===== src/scc_pkg.sv =====
/* Shared constants, bus address map, register-select and sequencer-state
   enums, and the sample types of the wavetable sound generator */

package scc_pkg;

   // Channel and frame geometry
   localparam int NUM_CH          = 5;
   localparam int SLOTS_PER_FRAME = 6;
   localparam int RAM_DEPTH       = 128;

   // Bus address map, wave memory sits below the frequency registers
   localparam logic [7:0] ADR_FREQ_BASE = 8'h80;
   localparam logic [7:0] ADR_VOL_BASE  = 8'h8A;
   localparam logic [7:0] ADR_ENABLE    = 8'h8F;

   // Frequencies below this hold the sample pointer at zero
   localparam int FREQ_MIN = 8;

   typedef logic        [11:0] freq_t;
   typedef logic         [3:0] vol_t;
   typedef logic signed  [7:0] sample_t;
   typedef logic signed [14:0] mix_t;

   // Decoded bus write target
   typedef enum logic [2:0] {
      REG_NONE,
      REG_WAVE,
      REG_FREQ_LO,
      REG_FREQ_HI,
      REG_VOL,
      REG_ENABLE
   } reg_sel_t;

   // Sequencer runs the clear sweep once after reset, then plays
   typedef enum logic {
      SEQ_CLEAR,
      SEQ_RUN
   } seq_state_t;

endpackage

===== src/scc_reg_if.sv =====
/* Channel register bundle with modports for the register block,
   the tone timer and the mixer */

`timescale 1ns/1ps

interface scc_reg_if;
   import scc_pkg::*;

   // Per-channel frequency and volume
   freq_t             freq [NUM_CH];
   vol_t              vol  [NUM_CH];

   // One bit per channel
   logic [NUM_CH-1:0] enable;
   logic [NUM_CH-1:0] restart;

   modport regs (
      output freq,
      output vol,
      output enable,
      output restart
   );

   modport tone (
      input freq,
      input restart
   );

   modport mix (
      input vol,
      input enable
   );

endinterface


===== src/scc_top.sv =====
/* Top level of the wavetable sound generator, connecting registers,
   tone timer, sequencer, wave memory and mixer */

`timescale 1ns/1ps

module scc_top #(
   parameter logic [7:0] CLEAR_BYTE = 8'hFF
) (
   input  logic          clk,
   input  logic          reset,
   input  logic          tick,
   input  logic          wr,
   input  logic          rd,
   input  logic [7:0]    adr,
   input  logic [7:0]    wdata,
   output logic [7:0]    rdata,
   output logic          ready,
   output scc_pkg::mix_t wave
);
   import scc_pkg::*;

   logic             clearing;
   logic [6:0]       clear_adr;
   logic [7:0]       clear_data;
   logic             clear_we;
   logic [6:0]       play_adr;
   logic [2:0]       slot;
   logic             ram_we;
   logic [4:0]       ptr [NUM_CH];
   sample_t          play_sample;

   scc_reg_if i_reg_if ();

   assign ready = ~clearing;

   scc_regs i_regs (
      .clk      (clk),
      .reset    (reset),
      .wr       (wr),
      .adr      (adr),
      .wdata    (wdata),
      .clearing (clearing),
      .tick     (tick),
      .regs     (i_reg_if.regs),
      .ram_we   (ram_we)
   );

   scc_tone_timer i_tone_timer (
      .clk   (clk),
      .reset (reset),
      .tick  (tick),
      .tone  (i_reg_if.tone),
      .ptr   (ptr)
   );

   scc_sequencer #(
      .CLEAR_BYTE (CLEAR_BYTE)
   ) i_sequencer (
      .clk        (clk),
      .reset      (reset),
      .ptr        (ptr),
      .clearing   (clearing),
      .clear_adr  (clear_adr),
      .clear_data (clear_data),
      .clear_we   (clear_we),
      .play_adr   (play_adr),
      .slot       (slot)
   );

   // Bit 7 of the address selects the register space
   scc_wave_ram i_wave_ram (
      .clk         (clk),
      .bus_adr     (adr[6:0]),
      .bus_data    (wdata),
      .bus_we      (ram_we),
      .clearing    (clearing),
      .clear_adr   (clear_adr),
      .clear_data  (clear_data),
      .clear_we    (clear_we),
      .rd          (rd),
      .bus_hi      (adr[7]),
      .rdata       (rdata),
      .play_adr    (play_adr),
      .play_sample (play_sample)
   );

   scc_mixer i_mixer (
      .clk         (clk),
      .reset       (reset),
      .slot        (slot),
      .play_sample (play_sample),
      .mix         (i_reg_if.mix),
      .wave        (wave)
   );

endmodule


===== src/scc_mixer.sv =====
/* Channel mixer with volume multiply, frame accumulator
   and the output sample register */

`timescale 1ns/1ps

module scc_mixer (
   input  logic             clk,
   input  logic             reset,
   input  logic [2:0]       slot,
   input  scc_pkg::sample_t play_sample,
   scc_reg_if.mix           mix,
   output scc_pkg::mix_t    wave
);
   import scc_pkg::*;

   logic [2:0]         slot_d;
   logic [2:0]         ch;
   logic signed [4:0]  gain;
   logic signed [12:0] term;
   mix_t               acc;

   // Slot delayed by one cycle to match the registered RAM read
   assign ch = (slot_d < 3'(NUM_CH)) ? slot_d : '0;

   always_comb begin
      gain = '0;
      if (slot_d < 3'(NUM_CH) && mix.enable[ch]) begin
         gain = signed'({1'b0, mix.vol[ch]});
      end
   end

   // 8-bit sample times 4-bit volume fits in 12 bits plus sign
   assign term = play_sample * gain;

   always_ff @(posedge clk) begin
      if (reset) begin
         slot_d <= '0;
         acc    <= '0;
         wave   <= '0;
      end else begin
         slot_d <= slot;
         if (slot_d == '0) begin
            acc <= mix_t'(term);
         end else begin
            acc <= acc + mix_t'(term);
         end
         // Output slot, acc now holds all five channel terms
         if (slot_d == 3'(SLOTS_PER_FRAME - 1)) begin
            wave <= acc;
         end
      end
   end

endmodule


===== src/scc_wave_ram.sv =====
/* Dual-port wave memory, port A shared by the clear sweep and the bus,
   port B for playback reads */

`timescale 1ns/1ps

module scc_wave_ram (
   input  logic             clk,
   input  logic [6:0]       bus_adr,
   input  logic [7:0]       bus_data,
   input  logic             bus_we,
   input  logic             clearing,
   input  logic [6:0]       clear_adr,
   input  logic [7:0]       clear_data,
   input  logic             clear_we,
   input  logic             rd,
   input  logic             bus_hi,
   output logic [7:0]       rdata,
   input  logic [6:0]       play_adr,
   output scc_pkg::sample_t play_sample
);
   import scc_pkg::*;

   logic [7:0] mem [RAM_DEPTH];
   logic [6:0] adr_a;
   logic [7:0] data_a;
   logic       we_a;

   // Clear sweep owns port A until it finishes
   assign adr_a  = clearing ? clear_adr  : bus_adr;
   assign data_a = clearing ? clear_data : bus_data;
   assign we_a   = clearing ? clear_we   : bus_we;

   always_ff @(posedge clk) begin
      if (we_a) begin
         mem[adr_a] <= data_a;
      end
   end

   // Read data holds until the next read strobe
   always_ff @(posedge clk) begin
      if (clearing) begin
         rdata <= '0;
      end else if (rd) begin
         rdata <= bus_hi ? 8'hFF : mem[adr_a];
      end
   end

   always_ff @(posedge clk) begin
      play_sample <= sample_t'(mem[play_adr]);
   end

endmodule


===== src/scc_sequencer.sv =====
/* Sequencer FSM for the post-reset wave memory clear and the
   six-slot channel playback frame */

`timescale 1ns/1ps

module scc_sequencer #(
   parameter logic [7:0] CLEAR_BYTE = 8'hFF
) (
   input  logic       clk,
   input  logic       reset,
   input  logic [4:0] ptr [scc_pkg::NUM_CH],
   output logic       clearing,
   output logic [6:0] clear_adr,
   output logic [7:0] clear_data,
   output logic       clear_we,
   output logic [6:0] play_adr,
   output logic [2:0] slot
);
   import scc_pkg::*;

   // Channel 4 shares the last table
   localparam logic [1:0] LAST_TABLE = 2'd3;

   seq_state_t state;
   logic [6:0] clear_cnt;
   logic [2:0] ch;
   logic [1:0] tbl;

   always_ff @(posedge clk) begin
      if (reset) begin
         state     <= SEQ_CLEAR;
         clear_cnt <= '0;
         slot      <= '0;
      end else begin
         case (state)
            SEQ_CLEAR: begin
               clear_cnt <= clear_cnt + 7'd1;
               if (clear_cnt == 7'(RAM_DEPTH - 1)) begin
                  state <= SEQ_RUN;
               end
            end
            SEQ_RUN: begin
               if (slot == 3'(SLOTS_PER_FRAME - 1)) begin
                  slot <= '0;
               end else begin
                  slot <= slot + 3'd1;
               end
            end
            default: begin
               state <= SEQ_CLEAR;
            end
         endcase
      end
   end

   assign clearing   = (state == SEQ_CLEAR);
   assign clear_we   = (state == SEQ_CLEAR);
   assign clear_adr  = clear_cnt;
   assign clear_data = CLEAR_BYTE;

   // Output slot has no channel, it reads channel 0 harmlessly
   assign ch       = (slot < 3'(NUM_CH)) ? slot : '0;
   assign tbl      = (slot > 3'(LAST_TABLE)) ? LAST_TABLE : slot[1:0];
   assign play_adr = {tbl, ptr[ch]};

endmodule


===== src/scc_tone_timer.sv =====
/* Five frequency dividers, each stepping a 5-bit sample pointer
   on the sound tick */

`timescale 1ns/1ps

module scc_tone_timer (
   input  logic       clk,
   input  logic       reset,
   input  logic       tick,
   scc_reg_if.tone    tone,
   output logic [4:0] ptr [scc_pkg::NUM_CH]
);
   import scc_pkg::*;

   freq_t cnt [NUM_CH];

   always_ff @(posedge clk) begin
      if (reset) begin
         cnt <= '{default: '0};
         ptr <= '{default: '0};
      end else if (tick) begin
         for (int i = 0; i < NUM_CH; i++) begin
            if (tone.restart[i]) begin
               // Frequency was rewritten, start the waveform over
               cnt[i] <= tone.freq[i];
               ptr[i] <= '0;
            end else if (tone.freq[i] < freq_t'(FREQ_MIN)) begin
               // Too fast to play, park on the first sample
               cnt[i] <= tone.freq[i];
               ptr[i] <= '0;
            end else if (cnt[i] == '0) begin
               cnt[i] <= tone.freq[i];
               ptr[i] <= ptr[i] + 5'd1;
            end else begin
               cnt[i] <= cnt[i] - 12'd1;
            end
         end
      end
   end

   // Pointer wraps naturally at 32 samples per table

endmodule


===== src/scc_regs.sv =====
/* Bus address decode, frequency, volume and enable registers,
   and the per-channel restart flags */

`timescale 1ns/1ps

module scc_regs (
   input  logic       clk,
   input  logic       reset,
   input  logic       wr,
   input  logic [7:0] adr,
   input  logic [7:0] wdata,
   input  logic       clearing,
   input  logic       tick,
   scc_reg_if.regs    regs,
   output logic       ram_we
);
   import scc_pkg::*;

   reg_sel_t   sel;
   logic [2:0] ch;
   logic       wr_en;

   // Writes are dropped while the wave memory is being cleared
   assign wr_en = wr && !clearing;

   always_comb begin
      sel = REG_NONE;
      ch  = '0;
      if (adr < ADR_FREQ_BASE) begin
         sel = REG_WAVE;
      end else if (adr < ADR_VOL_BASE) begin
         // Even address is the low byte, odd address the high nibble
         sel = adr[0] ? REG_FREQ_HI : REG_FREQ_LO;
         ch  = 3'((adr - ADR_FREQ_BASE) >> 1);
      end else if (adr < ADR_ENABLE) begin
         sel = REG_VOL;
         ch  = 3'(adr - ADR_VOL_BASE);
      end else if (adr == ADR_ENABLE) begin
         sel = REG_ENABLE;
      end
   end

   assign ram_we = wr_en && (sel == REG_WAVE);

   always_ff @(posedge clk) begin
      if (reset) begin
         regs.freq    <= '{default: '0};
         regs.vol     <= '{default: '0};
         regs.enable  <= '0;
         regs.restart <= '0;
      end else begin
         // A pending restart is consumed by the next tick
         if (tick) begin
            regs.restart <= '0;
         end
         if (wr_en) begin
            case (sel)
               REG_FREQ_LO: begin
                  regs.freq[ch][7:0] <= wdata;
                  regs.restart[ch]   <= 1'b1;
               end
               REG_FREQ_HI: begin
                  regs.freq[ch][11:8] <= wdata[3:0];
                  regs.restart[ch]    <= 1'b1;
               end
               REG_VOL: begin
                  regs.vol[ch] <= vol_t'(wdata[3:0]);
               end
               REG_ENABLE: begin
                  regs.enable <= wdata[NUM_CH-1:0];
               end
               default: begin
               end
            endcase
         end
      end
   end

endmodule


===== config.mk =====
export PLATFORM = sky130hd
export DESIGN_NAME = scc_top
export DESIGN_NICKNAME = d
export VERILOG_FILES = /design/src/scc_pkg.sv /design/src/scc_reg_if.sv /design/src/scc_top.sv /design/src/scc_mixer.sv /design/src/scc_wave_ram.sv /design/src/scc_sequencer.sv /design/src/scc_tone_timer.sv /design/src/scc_regs.sv
export SDC_FILE = /design/constraint.sdc
export NUM_CORES = 2
export LEC_CHECK = 0
export BUFFER_PORTS_ARGS = -buffer_cell sky130_fd_sc_hd__clkbuf_2
export CAP_MARGIN = 20
export CORE_ASPECT_RATIO = 1.2
export CORE_UTILIZATION = 45
export CTS_BUF_LIST = sky130_fd_sc_hd__clkbuf_16
export DETAILED_ROUTE_END_ITERATION = 8
export GPL_ROUTABILITY_DRIVEN = 0
export PLACE_DENSITY = 0.7
export SYNTH_ARGS = -nofsm -noshare
export SYNTH_HDL_FRONTEND = slang
export SYNTH_HIERARCHICAL = 1
export SYNTH_SLANG_ARGS = --single-unit

===== constraint.sdc =====
create_clock -name clk -period 5.75 [get_ports clk]
set_clock_uncertainty 0.2 [all_clocks]
set_input_delay 1.4375 -clock clk [delete_from_list [all_inputs] [get_ports clk]]
set_output_delay 1.4375 -clock clk [all_outputs]
set_load 0.02 [all_outputs]

After elaboration in Yosys (flattened, before gate mapping)
Memories as Yosys holds them, arrays and structs flattened. A register that Yosys moved wholly into a read port is not among the register bits.
Index checks and enable logic that the tools add are counted.

word-level totals
  register bits = 227
  memory bits (writable) = 1024
  input port bits = 21
  memories = 1

memory list
  memory          depth  width  rd ports  clocked after Yosys merged registers in  write ports  RTL line            source
  i_wave_ram.mem  128    8      2         1                                        1            scc_wave_ram.sv:23  logic [7:0] mem [RAM_DEPTH];

operators by class
  add/sub/neg operators = 15
  multiply operators = 1
  order comparisons = 18
  equal/unequal tests = 9
  muxes and demuxes = 76
  bitwise logic cells = 5
  reductions and logical operators = 26

operators by type and width
  kind                     count
  $mux W12                 16
  $bwmux W60               2
  $pmux W60 S2             1
  $mux W5                  21
  $demux W12 S3            2
  $logic_not A12 Y1        5
  $lt A12 B4 Y1 const B    5
  $sub A12 B1 Y12 const B  5
  $mux W3                  10
  $add A5 B1 Y5 const B    5
  $lt A8 B8 Y1 const B     3
  $mux W8                  3
  $bwmux W20               1
  $mux W4                  4
  $reduce_and A2 Y1        8
  $add A15 B13 Y15         1
  $bmux W5 S3              1
  $mux W15                 1
  $reduce_bool A3 Y1       5
  $mul A8 B5 Y13           1
  $bmux W4 S3              1
  $demux W4 S3             1
  $eq A3 B3 Y1 const B     4
  $ge A4 B4 Y1 const B     3
  other kinds (25)         41

Logic depth before layout (Yosys ltp)
  depth in word-level cells = 11
  mapped depth = 28

Modules after synthesis
Netlist, hierarchy kept.

modules (own cells, without submodules)
  module          times used  cells each  area each (µm²)
  scc_wave_ram    1           2591        46905.0
  scc_tone_timer  1           691         5333.9
  scc_regs        1           338         3816.2
  scc_mixer       1           402         3269.4
  scc_sequencer   1           104         830.8
  scc_top         1           1           3.8

Worst setup path after synthesis
OpenSTA, ideal clock, no wires.

  path type = reg2reg
  start point = register i_mixer.slot_d[0]
  end point = register i_mixer.acc[14]
  data arrival time = 5.730 ns
  data required time = 5.429 ns
  slack = -0.301 ns
  cell stages (with the launch flop) = 26
  path buffers = 1
  path through = dfxtp_1 -> buf_2 -> mux2_2 -> a22o_1 -> a222oi_1 -> nor2_1 -> and2_1 -> ha_1 -> inv_1 -> fa_1 -> fa_1 -> inv_1 -> ha_1 -> a21oi_1 -> o21a_1 -> o21ai_0 -> a221o_1 -> and3_4 -> or2_4 -> inv_1 -> ha_1 -> and4_1 -> a211oi_1 -> xor2_1 -> nor2_1 -> mux2_2

on the way
  longest elaborated chain between the ends = 10

RTL lines
  what                                        RTL line                          source
  start: declaration                          scc_mixer.sv:16                   logic [2:0] slot_d;
  start signal: assignment                    scc_mixer.sv:41                   slot_d <= slot;
  $lt A3 B3 Y1                                scc_mixer.sv:23, scc_mixer.sv:27
  $mux W3                                     scc_mixer.sv:23                   assign ch = (slot_d < 3'(NUM_CH)) ? slot_d : '0;
  $not A3 Y4 (not written as such)            scc_mixer.sv:28                   gain = signed'({1'b0, mix.vol[ch]});
  $bmux W4 S3                                 scc_mixer.sv:28
  $mux W4 (not written as such) (2 in a row)  scc_mixer.sv:28
  $mux W4                                     scc_mixer.sv:27                   if (slot_d < 3'(NUM_CH) && mix.enable[ch]) begin
  $mul A8 B5 Y13                              scc_mixer.sv:33                   assign term = play_sample * gain;
  $add A15 B13 Y15                            scc_mixer.sv:45                   acc <= acc + mix_t'(term);
  $mux W15 *                                  scc_mixer.sv:42                   if (slot_d == '0) begin
  end signal: assignment                      scc_mixer.sv:43                   acc <= mix_t'(term);
  end signal: assignment                      scc_mixer.sv:45
  end: declaration                            scc_mixer.sv:20                   mix_t acc;

Every way passes the cells marked *; elsewhere a longest branch is shown, timed or not. The select of a mux whose other input is x is not followed.
A chain may end at the register's enable or synchronous reset.

Worst setup path after layout
Same ends and word-level chain as after synthesis.

==> impl_metrics.env <==
export IMPL_status="complete, but fails checks"
export IMPL_violations="setup timing"
export IMPL_startpoint_type="register"
export IMPL_ir_worst_vdd_uv=287
export IMPL_grt_ovfl_total=0
export IMPL_synth_top_area_share_pct=51.1
export IMPL_tightest_slew_ns=1.21
export IMPL_design_area_mm2=0.0692
export IMPL_wl_per_cell_um=29.6
export IMPL_crit_required_ns=6.19
export IMPL_synth_compound_area_share_pct=11.6
export IMPL_critPathBufInv=3
export IMPL_yosys_register_bits=1259
export IMPL_wirelength_um=184000
export IMPL_worstSkewPairLatency_ns=0.79
export IMPL_yosys_warnings=6
export IMPL_synth_top_family_by_area="multiplexers"
export IMPL_p_leak_uw=0.0229
export IMPL_final_antenna_net_count=0
export IMPL_die_area_mm2=0.135
export IMPL_cp_top_family="adder cells"
export IMPL_h_tree_depth=4
export IMPL_grt_pass1_vias=40737
export IMPL_drive_gt1_share_pct=24.1
export IMPL_initial_core_util_pct=45.5
export IMPL_yosys_area_top_type="edfxtp_1"
export IMPL_hold_buffers=0
export IMPL_vias_per_cell=6.69
export IMPL_slew_headroom_pct=19.2
export IMPL_drc_errors=0
export IMPL_dp_hpwl_um=119000
export IMPL_synth_xor_area_share_pct=0.597
export IMPL_critPathKind="reg -> reg"
export IMPL_synth_fa_ha_area_share_pct=1.76
export IMPL_grt_pass1_wl_um=269000
export IMPL_pre_cts_slack_ns=-0.281
export IMPL_grt_max_degree=117
export IMPL_worstPathArrival_ns=6.26
export IMPL_avgSynthCellArea_um2=14.6
export IMPL_grt_usage_pct=27.0
export IMPL_post_route_period_util_pct=101
export IMPL_vias=41545
export IMPL_first_pass_iters=5
export IMPL_utilization_pct=52.4
export IMPL_hold_path_class="reg -> reg"
export IMPL_setup_viol=1
export IMPL_clock_root_buffer="clkbuf_16"
export IMPL_period_needed_ns=5.82
export IMPL_die_h_um=403
export IMPL_io_pins=45
export IMPL_portBuffers=44
export IMPL_core_mm2=0.132
export IMPL_synth_area_mm2=0.0602
export IMPL_crit_top_cell="ha_4"
export IMPL_whs_ns=0.250
export IMPL_cts_clk_slew_worst_paths_ns=0.06
export IMPL_final_nets=4416
export IMPL_critical_path_max_fanout=8
export IMPL_syn_to_final_growth_pct=15.1
export IMPL_synth_top_flop_cell="edfxtp_1"
export IMPL_synth_edf_count=1024
export IMPL_p_per_area_mw_per_mm2=287
export IMPL_antenna_found_initial=11
export IMPL_slowest_stage="fa_1"
export IMPL_setup_slack_ns=-0.0667
export IMPL_syn_inst=4127
export IMPL_synth_area_mux_share_pct=17.5
export IMPL_hold_viol=0
export IMPL_place_area_mm2=0.0645
export IMPL_cp_end_kind="register"
export IMPL_die_w_um=336
export IMPL_slowest_delay_ns=0.53
export IMPL_fp_row_count=146
export IMPL_fin_tns_setup_ns=-0.0667
export IMPL_drtIter0Drc=5386
export IMPL_ys_seq_area_share_pct=58.9
export IMPL_cts_buffers=132
export IMPL_maxClockFrequency_mhz=172
export IMPL_crit_path_cell_trace="mux2_4, a22o_1, a222oi_1, nor2_2, and2_4, ha_4, inv_2, fa_1, fa_1, inv_2, ha_4, a21oi_4, o21a_1, o21ai_2, a221o_1, and3_4, or2_4, inv_4, ha_4, and4_1, a211oi_2, xor2_1, nor2_1, mux2_2"
export IMPL_synth_async_reset_ratio_pct=0
export IMPL_yosys_area_share_simple_pct=6.84
export IMPL_netlist_top_cells_area="edfxtp_1, mux4_2, dfxtp_1, a22oi_1, mux2i_1"
export IMPL_drv_cap=0
export IMPL_clock_sinks=1259
export IMPL_slew_viol_final=0
export IMPL_rsz0062_at_grt="true"
export IMPL_ys_types=98
export IMPL_cts_tree="yes"
export IMPL_cts_buffer_depth=3
-- state kept, by name, summed over array words and instances, names as in the netlist --
register / cells
i_mixer/acc: 15
i_mixer/slot_d: 3
i_mixer/wave: 15
i_regs/regs.enable: 5
i_regs/regs.freq: 60
i_regs/regs.restart: 5
i_regs/regs.vol: 20
i_sequencer/clear_adr: 7
i_sequencer/slot: 3
i_sequencer/state: 1
i_tone_timer/cnt: 60
i_tone_timer/ptr: 25
i_wave_ram/mem: 1024
i_wave_ram/play_sample: 8
i_wave_ram/rdata: 8
-- cell usage after synthesis, drive strengths merged, types with 16 or more instances --
cell    instances
xor2           17
nand4          28
a21oi          95
a22oi         360
edfxtp       1024
or3            21
or4            22
o22ai          88
nor3           52
mux4          337
clkbuf        212
o21ai         124
fa             18
nor2          206
nor2b          44
inv            72
a211oi         30
nor4           25
nand3          36
buf           108
a41oi          93
dfxtp         235
nand2         139
mux2           32
and2           26
mux2i         258
o41ai          22
xnor2          24
o21a           16
nand2b        106
ha             56
-- layout make-up --
| class | instances | area (um2) |
|---|---|---|
| fill | 10710 | 63000 |
| timing repair buffer | 373 | 3140 |
| inverter | 74 | 280 |
| sequential | 1259 | 35500 |
| multi-input combinational | 2481 | 23700 |
| antenna | 4 | 10.0 |
| clock inverter | 106 | 1060 |
| tap | 1776 | 2220 |
| clock buffer | 135 | 3380 |
-- worst reg2reg max path, delay by kind of cell, from the launching register on --
family,cells,cell delay [ns]
AO/OA/AOI/OAI,7,1.53
XOR/XNOR,1,0.09
adder cells (fa/ha/maj),5,1.68
buffers and inverters,3,0.16
flip-flops,1,0.36
multiplexers,2,0.63
AND/OR/NAND/NOR,6,1.03
-- where the power goes --
group | internal, uW | leakage, uW | switching [uW]
Sequential | 9880 | 0.0111 | 33.0
Clock | 5040 | 0.00221 | 3700
Combinational | 375 | 0.00956 | 821
-- placed cells by master, fill, tap and decap left out, types with 33 or more instances in the layout --
cell       Yosys  final
a21oi_1       95     87
a22oi_1      359    358
a41oi_1       93     92
buf_12         0     33
buf_4         16    292
clkbuf_16      0    135
clkbuf_2       1     43
clkinv_1       2     33
dfxtp_1      235    233
edfxtp_1    1024   1024
ha_1          56     41
inv_1         72     83
mux2i_1      258    255
mux4_2       337    337
nand2_1      139    139
nand2b_1     106    106
nor2_1       205    202
nor2b_1       44     44
nor3_1        49     45
o21ai_0      120    114
o22ai_1       88     88
-- metrics by stage --
step                      total power (uW)  std cells
final                                19900       6208
after detailed placement             11300       5953
after global routing                 20300       6206
after floorplan                      10800       4134
after global placement               11200       5952
after CTS                            19900       6200
-- logic make-up after synthesis --
| family | count (synthesis) |
|---|---|
| and+or+nand+nor | 759 |
| adders and majority gates | 74 |
| other | 1 |
| muxes | 627 |
| DFF | 1259 |
| buffers and inverters | 394 |
| xor gates and xnor gates | 41 |
| AOI/OAI and AO/OA | 972 |
-- layer usage --
| metal | wire length [um] | global-route usage [%] |
|---|---|---|
| met1 | 65600 | 34.6 |
| met2 | 87000 | 42.9 |
| met3 | 20200 | 5.34 |
| met4 | 10700 | 15.0 |
| met5 | 69 | 0 |
-- path summary, 6_finish.rpt --
check                                   to  slack, ns                     startpoint  cells after the start
max reg2reg     i_mixer/acc[14]$_SDFF_PP0_      -0.07   i_mixer/slot_d[0]$_SDFF_PP0_                     24
max             i_mixer/acc[14]$_SDFF_PP0_      -0.07   i_mixer/slot_d[0]$_SDFF_PP0_                     24
min          i_mixer/wave[12]$_SDFFE_PP0P_       0.25  i_mixer/wave[12]$_SDFFE_PP0P_                      2
min reg2reg  i_mixer/wave[12]$_SDFFE_PP0P_       0.25  i_mixer/wave[12]$_SDFFE_PP0P_                      2
-- what timing repair did --
item,4_1_cts,5_1_grt
resized for setup,26,22
endpoints found under the setup margin,3,6
pin swaps,32,23
setup buffers,6,2
endpoints found under the hold margin,0,0
(Power assumes the default switching activity.)
